--- src/verilog/bay_pkg.sv ---
/*
 * Shared definitions for the drive bay controller:
 * bay count and mask type, AXI4-Lite widths and response codes,
 * register offsets, identification constants, heartbeat interval
 */

`default_nettype none

package bay_pkg;

	//**************************************************************************
	// Bay bank
	//**************************************************************************
	localparam int NUM_BAYS = 8;

	// One bit per bay
	typedef logic [NUM_BAYS-1:0] bay_mask_t;

	//**************************************************************************
	// AXI4-Lite
	//**************************************************************************
	localparam int AXIL_ADDR_W = 8;
	localparam int AXIL_DATA_W = 32;

	typedef logic [AXIL_ADDR_W-1:0] axil_addr_t;
	typedef logic [AXIL_DATA_W-1:0] axil_data_t;
	typedef logic [1:0]             axil_resp_t;

	localparam axil_resp_t RESP_OKAY   = 2'd0;
	localparam axil_resp_t RESP_SLVERR = 2'd2;

	// Register byte offsets
	localparam axil_addr_t REG_ID      = 8'h00;
	localparam axil_addr_t REG_PRESENT = 8'h04;
	localparam axil_addr_t REG_PWR_EN  = 8'h08;
	localparam axil_addr_t REG_PWR_OK  = 8'h0C;
	localparam axil_addr_t REG_ALERT   = 8'h10;

	// Identification word fields
	localparam logic [15:0] DEVICE_ID = 16'h5A31;
	localparam logic [7:0]  FW_MAJOR  = 8'd1;
	localparam logic [7:0]  FW_MINOR  = 8'd4;

	// One second at 25 MHz
	localparam logic [31:0] HEARTBEAT_HALF_PERIOD = 32'd25_000_000;

endpackage

`default_nettype wire

--- src/verilog/bay_axil_regs.sv ---
/*
 * AXI4-Lite slave register file: address decode, power-enable
 * register, read word assembly, response codes and alert-clear strobe
 */

`timescale 1ns/1ps
`default_nettype none

module bay_axil_regs (
	input  wire                    SYSCLK,
	input  wire                    RESET_N,
	// Write address and data
	input  wire bay_pkg::axil_addr_t s_awaddr,
	input  wire                    s_awvalid,
	output logic                   s_awready,
	input  wire bay_pkg::axil_data_t s_wdata,
	input  wire [3:0]              s_wstrb,
	input  wire                    s_wvalid,
	output logic                   s_wready,
	// Write response
	output bay_pkg::axil_resp_t    s_bresp,
	output logic                   s_bvalid,
	input  wire                    s_bready,
	// Read address
	input  wire bay_pkg::axil_addr_t s_araddr,
	input  wire                    s_arvalid,
	output logic                   s_arready,
	// Read data
	output bay_pkg::axil_data_t    s_rdata,
	output bay_pkg::axil_resp_t    s_rresp,
	output logic                   s_rvalid,
	input  wire                    s_rready,
	// Slot monitor side
	input  wire bay_pkg::bay_mask_t present_sync,
	input  wire bay_pkg::bay_mask_t pwr_ok_sync,
	input  wire                    alert_pending,
	output bay_pkg::bay_mask_t     pwr_en,
	output logic                   alert_clear
);

	import bay_pkg::*;

	logic       wr_accept;
	logic       rd_accept;
	logic       wr_hit;
	logic       rd_hit;
	axil_data_t rd_word;

	//**************************************************************************
	// Handshakes
	//**************************************************************************

	// One transaction in flight per channel
	assign wr_accept = s_awvalid && s_wvalid && !s_bvalid;
	assign rd_accept = s_arvalid && !s_rvalid;

	assign s_awready = wr_accept;
	assign s_wready  = wr_accept;
	assign s_arready = rd_accept;

	// Reading the alert register releases the latch
	assign alert_clear = rd_accept && (s_araddr == REG_ALERT);

	//**************************************************************************
	// Address decode
	//**************************************************************************

	// All five offsets accept writes, only power enable stores anything
	always_comb
	begin
		case (s_awaddr)
			REG_ID, REG_PRESENT, REG_PWR_EN, REG_PWR_OK, REG_ALERT:
				wr_hit = 1'b1;
			default:
				wr_hit = 1'b0;
		endcase
	end

	// Read word mux, zero for unmapped offsets
	always_comb
	begin
		rd_hit  = 1'b1;
		rd_word = '0;
		case (s_araddr)
			REG_ID:      rd_word = {DEVICE_ID, FW_MAJOR, FW_MINOR};
			REG_PRESENT: rd_word = axil_data_t'(present_sync);
			REG_PWR_EN:  rd_word = axil_data_t'(pwr_en);
			REG_PWR_OK:  rd_word = axil_data_t'(pwr_ok_sync);
			REG_ALERT:   rd_word = axil_data_t'(alert_pending);
			default:     rd_hit  = 1'b0;
		endcase
	end

	//**************************************************************************
	// Write channel
	//**************************************************************************
	always_ff @(posedge SYSCLK or negedge RESET_N)
	begin
		if (!RESET_N)
		begin
			s_bvalid <= 1'b0;
			pwr_en   <= '0;
		end
		else
		begin
			if (wr_accept)
				s_bvalid <= 1'b1;
			else if (s_bready)
				s_bvalid <= 1'b0;

			// Byte lane 0 carries all eight enables
			if (wr_accept && (s_awaddr == REG_PWR_EN) && s_wstrb[0])
				pwr_en <= s_wdata[NUM_BAYS-1:0];
		end
	end

	//**************************************************************************
	// Read channel
	//**************************************************************************
	always_ff @(posedge SYSCLK or negedge RESET_N)
	begin
		if (!RESET_N)
			s_rvalid <= 1'b0;
		else if (rd_accept)
			s_rvalid <= 1'b1;
		else if (s_rready)
			s_rvalid <= 1'b0;
	end

	// Response payload, held until the next acceptance
	always_ff @(posedge SYSCLK)
	begin
		if (wr_accept)
			s_bresp <= wr_hit ? RESP_OKAY : RESP_SLVERR;
		if (rd_accept)
		begin
			s_rdata <= rd_word;
			s_rresp <= rd_hit ? RESP_OKAY : RESP_SLVERR;
		end
	end

endmodule

`default_nettype wire

--- src/verilog/bay_ctrl_top.sv ---
/*
 * Drive bay controller top level: register block,
 * slot monitor and heartbeat generator
 */

`timescale 1ns/1ps
`default_nettype none

module bay_ctrl_top #(
	parameter logic [31:0] HEARTBEAT_HALF_PERIOD = bay_pkg::HEARTBEAT_HALF_PERIOD
) (
	input  wire                      SYSCLK,
	input  wire                      RESET_N,
	// AXI4-Lite slave
	input  wire bay_pkg::axil_addr_t s_awaddr,
	input  wire                      s_awvalid,
	output wire                      s_awready,
	input  wire bay_pkg::axil_data_t s_wdata,
	input  wire [3:0]                s_wstrb,
	input  wire                      s_wvalid,
	output wire                      s_wready,
	output wire bay_pkg::axil_resp_t s_bresp,
	output wire                      s_bvalid,
	input  wire                      s_bready,
	input  wire bay_pkg::axil_addr_t s_araddr,
	input  wire                      s_arvalid,
	output wire                      s_arready,
	output wire bay_pkg::axil_data_t s_rdata,
	output wire bay_pkg::axil_resp_t s_rresp,
	output wire                      s_rvalid,
	input  wire                      s_rready,
	// Bay signals, asynchronous
	input  wire bay_pkg::bay_mask_t  drv_present,
	input  wire bay_pkg::bay_mask_t  drv_pwr_ok,
	output wire bay_pkg::bay_mask_t  drv_pwr_en_l,
	output wire                      alert_l,
	output wire                      heartbeat
);

	import bay_pkg::*;

	bay_mask_t pwr_en;
	bay_mask_t present_sync;
	bay_mask_t pwr_ok_sync;
	logic      alert_clear;
	logic      alert_pending;

	//**************************************************************************
	// Host register block
	//**************************************************************************
	bay_axil_regs regs_i (
		.SYSCLK        (SYSCLK),
		.RESET_N       (RESET_N),
		.s_awaddr      (s_awaddr),
		.s_awvalid     (s_awvalid),
		.s_awready     (s_awready),
		.s_wdata       (s_wdata),
		.s_wstrb       (s_wstrb),
		.s_wvalid      (s_wvalid),
		.s_wready      (s_wready),
		.s_bresp       (s_bresp),
		.s_bvalid      (s_bvalid),
		.s_bready      (s_bready),
		.s_araddr      (s_araddr),
		.s_arvalid     (s_arvalid),
		.s_arready     (s_arready),
		.s_rdata       (s_rdata),
		.s_rresp       (s_rresp),
		.s_rvalid      (s_rvalid),
		.s_rready      (s_rready),
		.present_sync  (present_sync),
		.pwr_ok_sync   (pwr_ok_sync),
		.alert_pending (alert_pending),
		.pwr_en        (pwr_en),
		.alert_clear   (alert_clear)
	);

	// Bay status and power gating
	bay_slot_monitor slot_mon_i (
		.SYSCLK        (SYSCLK),
		.RESET_N       (RESET_N),
		.drv_present   (drv_present),
		.drv_pwr_ok    (drv_pwr_ok),
		.pwr_en        (pwr_en),
		.alert_clear   (alert_clear),
		.present_sync  (present_sync),
		.pwr_ok_sync   (pwr_ok_sync),
		.drv_pwr_en_l  (drv_pwr_en_l),
		.alert_pending (alert_pending),
		.alert_l       (alert_l)
	);

	heartbeat_gen #(
		.HALF_PERIOD (HEARTBEAT_HALF_PERIOD)
	) heartbeat_i (
		.SYSCLK    (SYSCLK),
		.RESET_N   (RESET_N),
		.heartbeat (heartbeat)
	);

endmodule

`default_nettype wire

--- src/verilog/bay_slot_monitor.sv ---
/*
 * Bay status monitor: present and power-good synchronizers,
 * present change detect, alert latch, gated power enables
 */

`timescale 1ns/1ps
`default_nettype none

module bay_slot_monitor (
	input  wire                     SYSCLK,
	input  wire                     RESET_N,
	input  wire bay_pkg::bay_mask_t drv_present,
	input  wire bay_pkg::bay_mask_t drv_pwr_ok,
	input  wire bay_pkg::bay_mask_t pwr_en,
	input  wire                     alert_clear,
	output bay_pkg::bay_mask_t      present_sync,
	output bay_pkg::bay_mask_t      pwr_ok_sync,
	output bay_pkg::bay_mask_t      drv_pwr_en_l,
	output logic                    alert_pending,
	output logic                    alert_l
);

	import bay_pkg::*;

	bay_mask_t present_meta;
	bay_mask_t pwr_ok_meta;
	bay_mask_t present_dly;

	// Two-flop synchronizers plus delayed present copy
	always_ff @(posedge SYSCLK or negedge RESET_N)
	begin
		if (!RESET_N)
		begin
			present_meta <= '0;
			present_sync <= '0;
			pwr_ok_meta  <= '0;
			pwr_ok_sync  <= '0;
			present_dly  <= '0;
		end
		else
		begin
			present_meta <= drv_present;
			present_sync <= present_meta;
			pwr_ok_meta  <= drv_pwr_ok;
			pwr_ok_sync  <= pwr_ok_meta;
			present_dly  <= present_sync;
		end
	end

	// Alert latch, host clear wins over a new change
	always_ff @(posedge SYSCLK or negedge RESET_N)
	begin
		if (!RESET_N)
			alert_pending <= 1'b0;
		else if (alert_clear)
			alert_pending <= 1'b0;
		else if (present_sync != present_dly)
			alert_pending <= 1'b1;
	end

	assign alert_l = !alert_pending;

	// Pulled drive loses power without waiting for the host
	assign drv_pwr_en_l = ~(pwr_en & present_sync);

endmodule

`default_nettype wire

--- src/verilog/heartbeat_gen.sv ---
/*
 * Heartbeat output, toggled every HALF_PERIOD clocks
 */

`timescale 1ns/1ps
`default_nettype none

module heartbeat_gen #(
	parameter logic [31:0] HALF_PERIOD = bay_pkg::HEARTBEAT_HALF_PERIOD
) (
	input  wire  SYSCLK,
	input  wire  RESET_N,
	output logic heartbeat
);

	logic [31:0] cnt;

	// Counts 0 to HALF_PERIOD-1, toggles on wrap
	always_ff @(posedge SYSCLK or negedge RESET_N)
	begin
		if (!RESET_N)
		begin
			cnt       <= '0;
			heartbeat <= 1'b0;
		end
		else if (cnt == HALF_PERIOD - 32'd1)
		begin
			cnt       <= '0;
			heartbeat <= !heartbeat;
		end
		else
			cnt <= cnt + 32'd1;
	end

endmodule

`default_nettype wire
--- config.mk ---
export PLATFORM = sky130hd
export DESIGN_NAME = bay_ctrl_top
export DESIGN_NICKNAME = d
export VERILOG_FILES = /design/src/verilog/bay_pkg.sv /design/src/verilog/bay_axil_regs.sv /design/src/verilog/bay_ctrl_top.sv /design/src/verilog/bay_slot_monitor.sv /design/src/verilog/heartbeat_gen.sv
export SDC_FILE = /design/constraint.sdc
export NUM_CORES = 1
export LEC_CHECK = 0
export ABC_AREA = 1
export ABC_CLOCK_PERIOD_IN_PS = 1400
export BUFFER_PORTS_ARGS = -buffer_cell sky130_fd_sc_hd__buf_2
export CAP_MARGIN = 20
export CORE_UTILIZATION = 25
export DETAILED_ROUTE_END_ITERATION = 8
export PLACE_DENSITY = 0.44
export RECOVER_POWER = 50
export SYNTH_ARGS = -nofsm -noshare
export SYNTH_HDL_FRONTEND = slang
export SYNTH_HIERARCHICAL = 1
export SYNTH_SLANG_ARGS = --single-unit
export TNS_END_PERCENT = 100
--- constraint.sdc ---
create_clock -name SYSCLK -period 1.4 [get_ports SYSCLK]
set_input_delay 0.28 -clock SYSCLK [delete_from_list [all_inputs] [get_ports SYSCLK]]
set_output_delay 0.28 -clock SYSCLK [all_outputs]
set_load 0.05 [all_outputs]
-- Word level (Yosys, flattened, before mapping)
Index checks and enable logic that the tools add are counted.
- bitwise operators: 2
- multiplexer cells: 12
- reductions and logical operators: 17
- equality and inequality tests: 10
- add/sub/neg operators: 1
- operators with widths (cell ; number):
    one-hot mux 31 bit (5 select lines) ; 1
    adder 32 x 1 -> 32 bit (second input constant) ; 1
    == test 32 x 25 -> 1 bit (second input constant) ; 1
    == test 8 x 4 -> 1 bit (second input constant) ; 4
    two-way mux 32 bit ; 1
    == test 8 x 3 -> 1 bit (second input constant) ; 2
    == test 8 x 5 -> 1 bit (second input constant) ; 2
    zero test 8 bit ; 2
    OR reduction 5 bit ; 2
    AND 8 bit ; 1
    two-way mux 1 bit ; 8
    != test 8 bit ; 1
    inverter 8 bit ; 1
    logical AND 1 bit ; 6
    nonzero test 2 bit ; 3
    zero test 1 bit ; 4
    two-way mux 2 bit ; 2
- word-level logic and storage cells: 56
- output and inout bits: 51
- input port bits: 75
- register bits: 120

-- Depth between registers and ports, before layout
Gate-level depths: netlist of run 1.
- depth after elaboration: 4
- gate-level depth with buffers: 9
- mapped depth without buffers: 9

-- By module
The synthesis of run 1 kept the hierarchy.
- by module, submodules not included (module ; times used ; area each (um^2) ; seq. area each (um^2) ; cells each):
    heartbeat_gen ; 1 ; 2098.3 ; 825.8 ; 312
    bay_axil_regs ; 1 ; 1426.4 ; 580.6 ; 163
    bay_slot_monitor ; 1 ; 1212.4 ; 1026.0 ; 89

-- Least setup slack after synthesis of run 1
Ideal clock, no wire load.
- path type: register to output
- start: register regs_i.s_bvalid
- end: output port s_wready
- path slack: -0.316 ns
- data arrival time: 1.436 ns
- buffers on the path: 1
- data required time: 1.120 ns
- cell stages (with the launch flop): 5
- path through: dfrtp_1 > inv_1 > nand3_2 > inv_1 > buf_4
- word-level cells in the longest chain between the ends: 2
- ends and longest elaborated chain (what ; RTL line ; text):
    from (decl) ; bay_axil_regs.sv:22 ; output logic s_bvalid,
    from (signal assigned) ; bay_axil_regs.sv:101 ; s_bvalid <= 1'b0;
    from (signal assigned) ; bay_axil_regs.sv:107 ; s_bvalid <= 1'b1;
    from (signal assigned) ; bay_axil_regs.sv:109 ; s_bvalid <= 1'b0;
    zero test 1 bit ; bay_axil_regs.sv:54 ; assign wr_accept = s_awvalid && s_wvalid && !s_bvalid;
    logical AND 1 bit ; bay_axil_regs.sv:54 ;
    to (decl) ; bay_ctrl_top.sv:21 ; output wire s_wready,
Every way passes these cells.

-- Worst setup path after layout of run 1
Same ends and word-level chain as after synthesis.

==> results of run 1 <==
layer usage:
metal / track usage (%) / vias up / wire length (um) / share of wire, %
met1: 14.8 / 1729 / 5060 / 44
li1: - / 1943 / - / -
met2: 21.0 / 97 / 5670 / 50
met3: 3.51 / 12 / 456 / 4.0
met5: 0 / - / 0 / 0
met4: 4.63 / 0 / 202 / 1.8
repair_timing:
| action | in CTS | in global routing |
|---|---|---|
| pin swaps | 6 | 13 |
| hold buffers | 1 | 0 |
| setup endpoints to repair | 34 | 48 |
| resized for setup | 24 | 52 |
| setup buffers | 6 | 13 |
| hold endpoints to repair | 16 | 0 |
worst max-delay path by stage:
stage                                       from                       endpoint  slack (ps)  cells past startpoint
finish               regs_i/s_bvalid$_DFFE_PN0P_                       s_wready         -40                      4
detailed placement  heartbeat_i/cnt[0]$_DFF_PN0_  heartbeat_i/cnt[20]$_DFF_PN0_         -60                      7
floorplan            regs_i/s_bvalid$_DFFE_PN0P_                       s_wready        -100                      4
CTS                  regs_i/s_bvalid$_DFFE_PN0P_                      s_awready         -70                      4
global route        heartbeat_i/cnt[0]$_DFF_PN0_  heartbeat_i/cnt[18]$_DFF_PN0_        -140                      8
global placement    heartbeat_i/cnt[0]$_DFF_PN0_  heartbeat_i/cnt[13]$_DFF_PN0_         -30                      7
report_power, final:
part / total [mW] / internal [mW] / switching, mW
Clock: 2.40 / 1.25 / 1.15
Combinational: 0.639 / 0.166 / 0.473
Sequential: 2.92 / 2.88 / 0.0473
Total: 5.96 / 4.29 / 1.67
cells by family (layout without fill, tap and decap cells):
logic type	count (synthesis)	in the layout	synth area share (%)
compound gates	11	11	1.29
xor+xnor	14	14	2.59
fa+ha+maj	1	1	0.264
buf+inv	112	226	11.6
flops	95	95	51.3
other cells	1	18	0.0792
simple gates	330	330	32.9
sequential cells by signal, indices dropped and copies added, names as in the netlist:
name and flops:
regs_i/s_bvalid 1, regs_i/s_bresp 1, regs_i/s_rresp 1, regs_i/s_rvalid 1, slot_mon_i/pwr_ok_sync 8, slot_mon_i/present_dly 8
slot_mon_i/alert_pending 1, heartbeat_i/heartbeat 1, regs_i/s_rdata 9, regs_i/pwr_en 8, slot_mon_i/pwr_ok_meta 8, slot_mon_i/present_meta 8
heartbeat_i/cnt 32, slot_mon_i/present_sync 8
critical path, stage by stage (launching register included):
cell and delay [ps]:
dfrtp_2 410, inv_2 70, nand3_4 70, clkinvlp_4 110, buf_8 150
layout make-up:
class                           count  area (sq um)  share of cell area [%]
Sequential cell                    95          2440                    39.8
Multi-Input combinational cell    374          1920                    31.3
Timing Repair Buffer              128           885                    14.4
Inverter                           82           318                    5.18
Tap cell                          229           287                    4.67
Clock buffer                       10           229                    3.74
Clock inverter                      6          57.6                   0.939
through the flow:
| step | power, mW | cell area (sq um) | std cells |
|---|---|---|---|
| floorplan | 3.43 | 4830 | 581 |
| global placement | 3.59 | 5530 | 888 |
| detailed placement | 3.60 | 5530 | 888 |
| CTS | 6.09 | 5950 | 911 |
| global route | 6.27 | 6130 | 924 |
| finish | 5.96 | 6130 | 924 |
cells in the final DEF (no fill, tap or decap), types with 5 or more instances in the layout:
cell type and instances:
buf_2 57, buf_4 52, buf_6 8, clkbuf_16 9, conb_1 18, dfrtp_1 79, dfrtp_2 5, edfxtp_1 11
inv_1 76, nand2_1 144, nand2_2 13, nand3_1 47, nand4_1 11, nor2_1 70, nor2_2 13, nor2_4 13
o21ai_0 7, xor2_1 11
==> results.md, run 1 <==
- Main synth FF type: dfrtp_1
- Max Buffers Root-to-Sink: 2
- Vias in the first global route: 3732
- DRT antenna net count: 0
- Slew Limit Headroom: 56.6%
- Ports: 126
- Seq/Total Area, Yosys: 51.3%
- Number of remaining DRC errors: 0
- EDFF count, synth: 11
- # Max-Cap Violations: 0
- R2r worst-path depth: 7
- Hold Path End: slot_mon_i/pwr_ok_meta[3]$_DFF_PN0_
- Util after Layout: 33.6%
- Period utilization: 103%
- Gpl congestion: 0.824
- Reg2reg setup slack: -40 ps
- Worst path arrival time: 1160 ps
- Synth Warn #: 6
- RSZ-0062 raised after global routing: true
- CP max FO: 3
- CTS buffer count: 9
- Failing checks: setup timing
- Worst Hold Class: primary input to register
- Core ar.: 18300 sq um
- Row Count: 49
- Vias: 3781
- First-pass GRT wire length: 18.6 mm
- DP HPWL: 8.64 mm
- Least-Margin Pin Slew: 648 ps
- Initial antenna violation count: 0
- Htree depth: 3
- Worst reg2reg startpoint: heartbeat_i/cnt[1]$_DFF_PN0_
- Total Wirelength: 11.4 mm
- Crit path capture type: output port
- Number of cells produced by synthesis: 564
- Setup violators final: 17
- Syn_area_per_cell: 8.40 sq um
- Worst Hold Depth: 1
- Fillers: 1968
- Async set-reset flop share out of synthesis: 88.4%
- Area growth, synth to finish: 29.4%
- Clock-pin slew on the worst setup and hold paths: 70 ps
- Worst reg2reg endpoint: heartbeat_i/cnt[20]$_DFF_PN0_
- Iter 0 DRT Violations: 157
- Routed vias/inst: 4.09
- Most frequent cells after synthesis: nand2_1 (151), dfrtp_1 (84), inv_1 (79), nor2_1 (79), nand3_1 (49)
- Die width: 140 um
- Worst EP required: 1120 ps
- Nets: 766
- Place WS: -61.7 ps
- Tmin final: 1440 ps
- Share of cells above drive strength 1: 29.2%
- CP Launch Type: register
- Root Buffer: clkbuf_16
- Kind of critical path: register to output port
- Skew final: 6.46 ps
- Max Freq: 693 MHz
- Max Slew Vio Count: 0
- WL/cell: 12.3 um
- CTS Sinks: 95
- Aggregate global-route resource usage: 12.4%
- Largest net degree at the start of global routing: 38
- Port bufs: 80
- Yosys cell types: 32
- Leakage power: 3.02 nW
- Final setup TNS: -526 ps
- Initial core utilization: 25.9%
- DIE AREA: 19500 sq um
- Largest area contributor in the netlist: dfrtp_1
- Status: finished, violations left
- Global route total overflow: 0
- Area contributors post-synth: dfrtp_1 (44%), nand2_1 (12%), edfxtp_1 (7.0%)
- Final hold viol count: 0
- Hold Path Origin: drv_pwr_ok[3]
- Max VDD drop: 493 uV
- #FFs+latches synth: 95
- Final setup margin: -43.2 ps
- Mapped Area: 4740 sq um
- Post-synth top area share: 44.4%
- PD cells: 972 nW/um^2
- Final hold slack: 31.6 ps
- Most instantiated library cell after synthesis: nand2_1
- Die Ht: 140 um
- CTS tree: done
- DR pass1 iterations: 4
- Number of diodes: 0
- Latest clock arrival within the worst-skew pair: 350 ps
No activity file was read; power rests on OpenSTA's default activity.
==> run 2, diff against run 1 <==
--- a/config.mk
+++ b/config.mk
@@ -11,6 +11,7 @@
 export CAP_MARGIN = 20
 export CORE_UTILIZATION = 25
 export DETAILED_ROUTE_END_ITERATION = 8
+export GPL_TIMING_DRIVEN = 0
 export PLACE_DENSITY = 0.44
 export RECOVER_POWER = 50
 export SYNTH_ARGS = -nofsm -noshare
==> run 2 against run 1 <==
  * The run still ends with setup timing left
  * Clock-buffer cell count is the same
  * Critical endpoint unchanged
  * Via count grew 2.2%
  * Non-clock buffer count grew 8
  * Highest routed layer unchanged
  * Register-to-register slack lost 40 ps
  * Sequential share of layout area shrank 1.2 points
  * First-iteration DRC count grew 39%
  * Final cell count grew 0.97%
==> results.md, run 2 (same netlist as run 1, synthesis figures left out) <==
- Status: finished, violations left
- Failing checks: setup timing
- Nets: 774
- Latest clock arrival within the worst-skew pair: 350 ps
- Worst reg2reg endpoint: heartbeat_i/cnt[3]$_DFF_PN0_
- Worst EP required: 1120 ps
- CTS tree: done
- Gpl congestion: 0.832
- Largest regs: heartbeat_i/cnt: 32 flops, regs_i/s_rdata: 9 flops
- WL/cell: 12.1 um
- First-pass GRT wire length: 18.3 mm
- Worst path arrival time: 1210 ps
- DRT antenna net count: 0
- Die width: 140 um
- DR pass1 iterations: 4
- DP HPWL: 8.39 mm
- Final setup margin: -94.8 ps
- RSZ-0062 raised after global routing: true
- Clock-pin slew on the worst setup and hold paths: 70 ps
- Vias: 3863
- Core ar.: 18300 sq um
- Max Buffers Root-to-Sink: 2
- Largest Register: heartbeat_i/cnt
- Largest net degree at the start of global routing: 58
- Most used cell, CP: buf_8
- Htree depth: 3
- Skew final: 8.69 ps
- Worst path bufs/invs: 4
- Period utilization: 107%
- Ports: 126
- R2r worst-path depth: 7
- Initial antenna violation count: 0
- CP Launch Type: register
- Least-Margin Pin Slew: 756 ps
- Vias in the first global route: 3677
- Global route total overflow: 0
- DIE AREA: 19500 sq um
- Most common cell after layout, fill and taps aside: nand2_1
- Critical-path top delay cell: dfrtp_2
- Leakage power: 3.08 nW
- Final hold slack: 31.6 ps
- CTS buffer count: 9
- Hold Path End: slot_mon_i/present_meta[5]$_DFF_PN0_
- Share of cells above drive strength 1: 33.0%
- Crit path capture type: output port
- Max Slew Vio Count: 0
- Worst Hold Class: primary input to register
- Worst reg2reg startpoint: heartbeat_i/cnt[0]$_DFF_PN0_
- Root Buffer: clkbuf_16
- Initial core utilization: 25.9%
- CP max FO: 3
- Worst Hold Depth: 1
- Util after Layout: 34.7%
- Routed vias/inst: 4.14
- Area growth, synth to finish: 33.7%
- Iter 0 DRT Violations: 218
- Most frequent cells in the layout: nand2_1 (141), dfrtp_1 (76), inv_1 (75)
- Row Count: 49
- Aggregate global-route resource usage: 12.1%
- Hold Path Origin: drv_present[5]
- Total Wirelength: 11.3 mm
- Reg2reg setup slack: -80 ps
- Max VDD drop: 513 uV
- Max Freq: 669 MHz
- # Max-Cap Violations: 0
- Setup violators final: 26
- Number of remaining DRC errors: 0
- Slew Limit Headroom: 49.6%
- Final hold viol count: 0
- CP top delay family: flip-flops
- CP Cell Sequence: inv_2, nand3_4, clkinvlp_4, buf_8, buf_8
- Fillers: 1900
- CTS Sinks: 95
- Largest register FFs: 32
- Die Ht: 140 um
- Port bufs: 80
- Tmin final: 1490 ps
- CP peak stage delay: 410 ps
- PD cells: 950 nW/um^2
- Kind of critical path: register to output port
[run 2: cell count changes in the layout (fill, tap and decap cells not counted), sizes merged]
cell,change
buf,+6
clkbuf,+2
clkinvlp,+1
diode,+1
inv,-1
[run 2: repair_timing]
item	CTS	global route
endpoints found under the hold margin	27	0
buffers inserted	9	14
hold buffers	1	0
gates resized for setup	47	52
gates cloned	0	1
pin swaps	7	13
endpoints found under the setup margin	43	50
[run 2: area by class of cell]
cell class	instances	area (sq um)	area share (%)
inverters	82	318	5.02
well taps	229	287	4.52
repair buffers	106	778	12.3
clock inverters	6	52.6	0.830
diodes	1	2.50	0.0395
plain buffers	30	250	3.95
clock buffers	10	229	3.61
flip-flops and latches	95	2440	38.6
multi-input cells	374	1980	31.2
[run 2: power breakdown]
group          leakage, nW  switching, mW  internal [mW]
clock                0.137           1.14           1.24
combinational         1.80          0.482          0.232
sequential            1.15         0.0499           2.88
total                 3.08           1.67           4.35
[run 2: metrics by stage]
step           setup WS, ps  setup TNS (ps)  cells  cell area (sq um)  total power, mW
6_report              -94.8           -1730    933               6330             6.02
3_3_place_gp           -919          -66210    890               5520             3.63
2_1_floorplan         -98.8           -98.8    581               4830             3.43
5_1_grt                -156           -6950    932               6330             6.29
3_5_place_dp           -185           -2410    891               5550             3.65
4_1_cts                -114            -916    917               6070             6.13
[run 2: layer usage]
layer / GRT usage (%) / wire length, um / vias up
li1: - / - / 1974
met1: 14.3 / 4960 / 1773
met2: 20.9 / 5510 / 97
met3: 3.54 / 575 / 19
met4: 4.45 / 253 / 0
met5: 0 / 0 / -
[run 2: how the worst max path moves through the flow]
| stage | start | endpoint | slack (ps) | cells past startpoint |
|---|---|---|---|---|
| floorplan | regs_i/s_bvalid$_DFFE_PN0P_ | s_wready | -100 | 4 |
| global placement | RESET_N | regs_i/s_bvalid$_DFFE_PN0P_ | -920 | 1 |
| detailed placement | heartbeat_i/cnt[0]$_DFF_PN0_ | heartbeat_i/cnt[5]$_DFF_PN0_ | -190 | 7 |
| CTS | regs_i/s_bvalid$_DFFE_PN0P_ | s_wready | -110 | 5 |
| global route | heartbeat_i/cnt[0]$_DFF_PN0_ | heartbeat_i/cnt[3]$_DFF_PN0_ | -160 | 7 |
| finish | regs_i/s_bvalid$_DFFE_PN0P_ | s_wready | -90 | 5 |
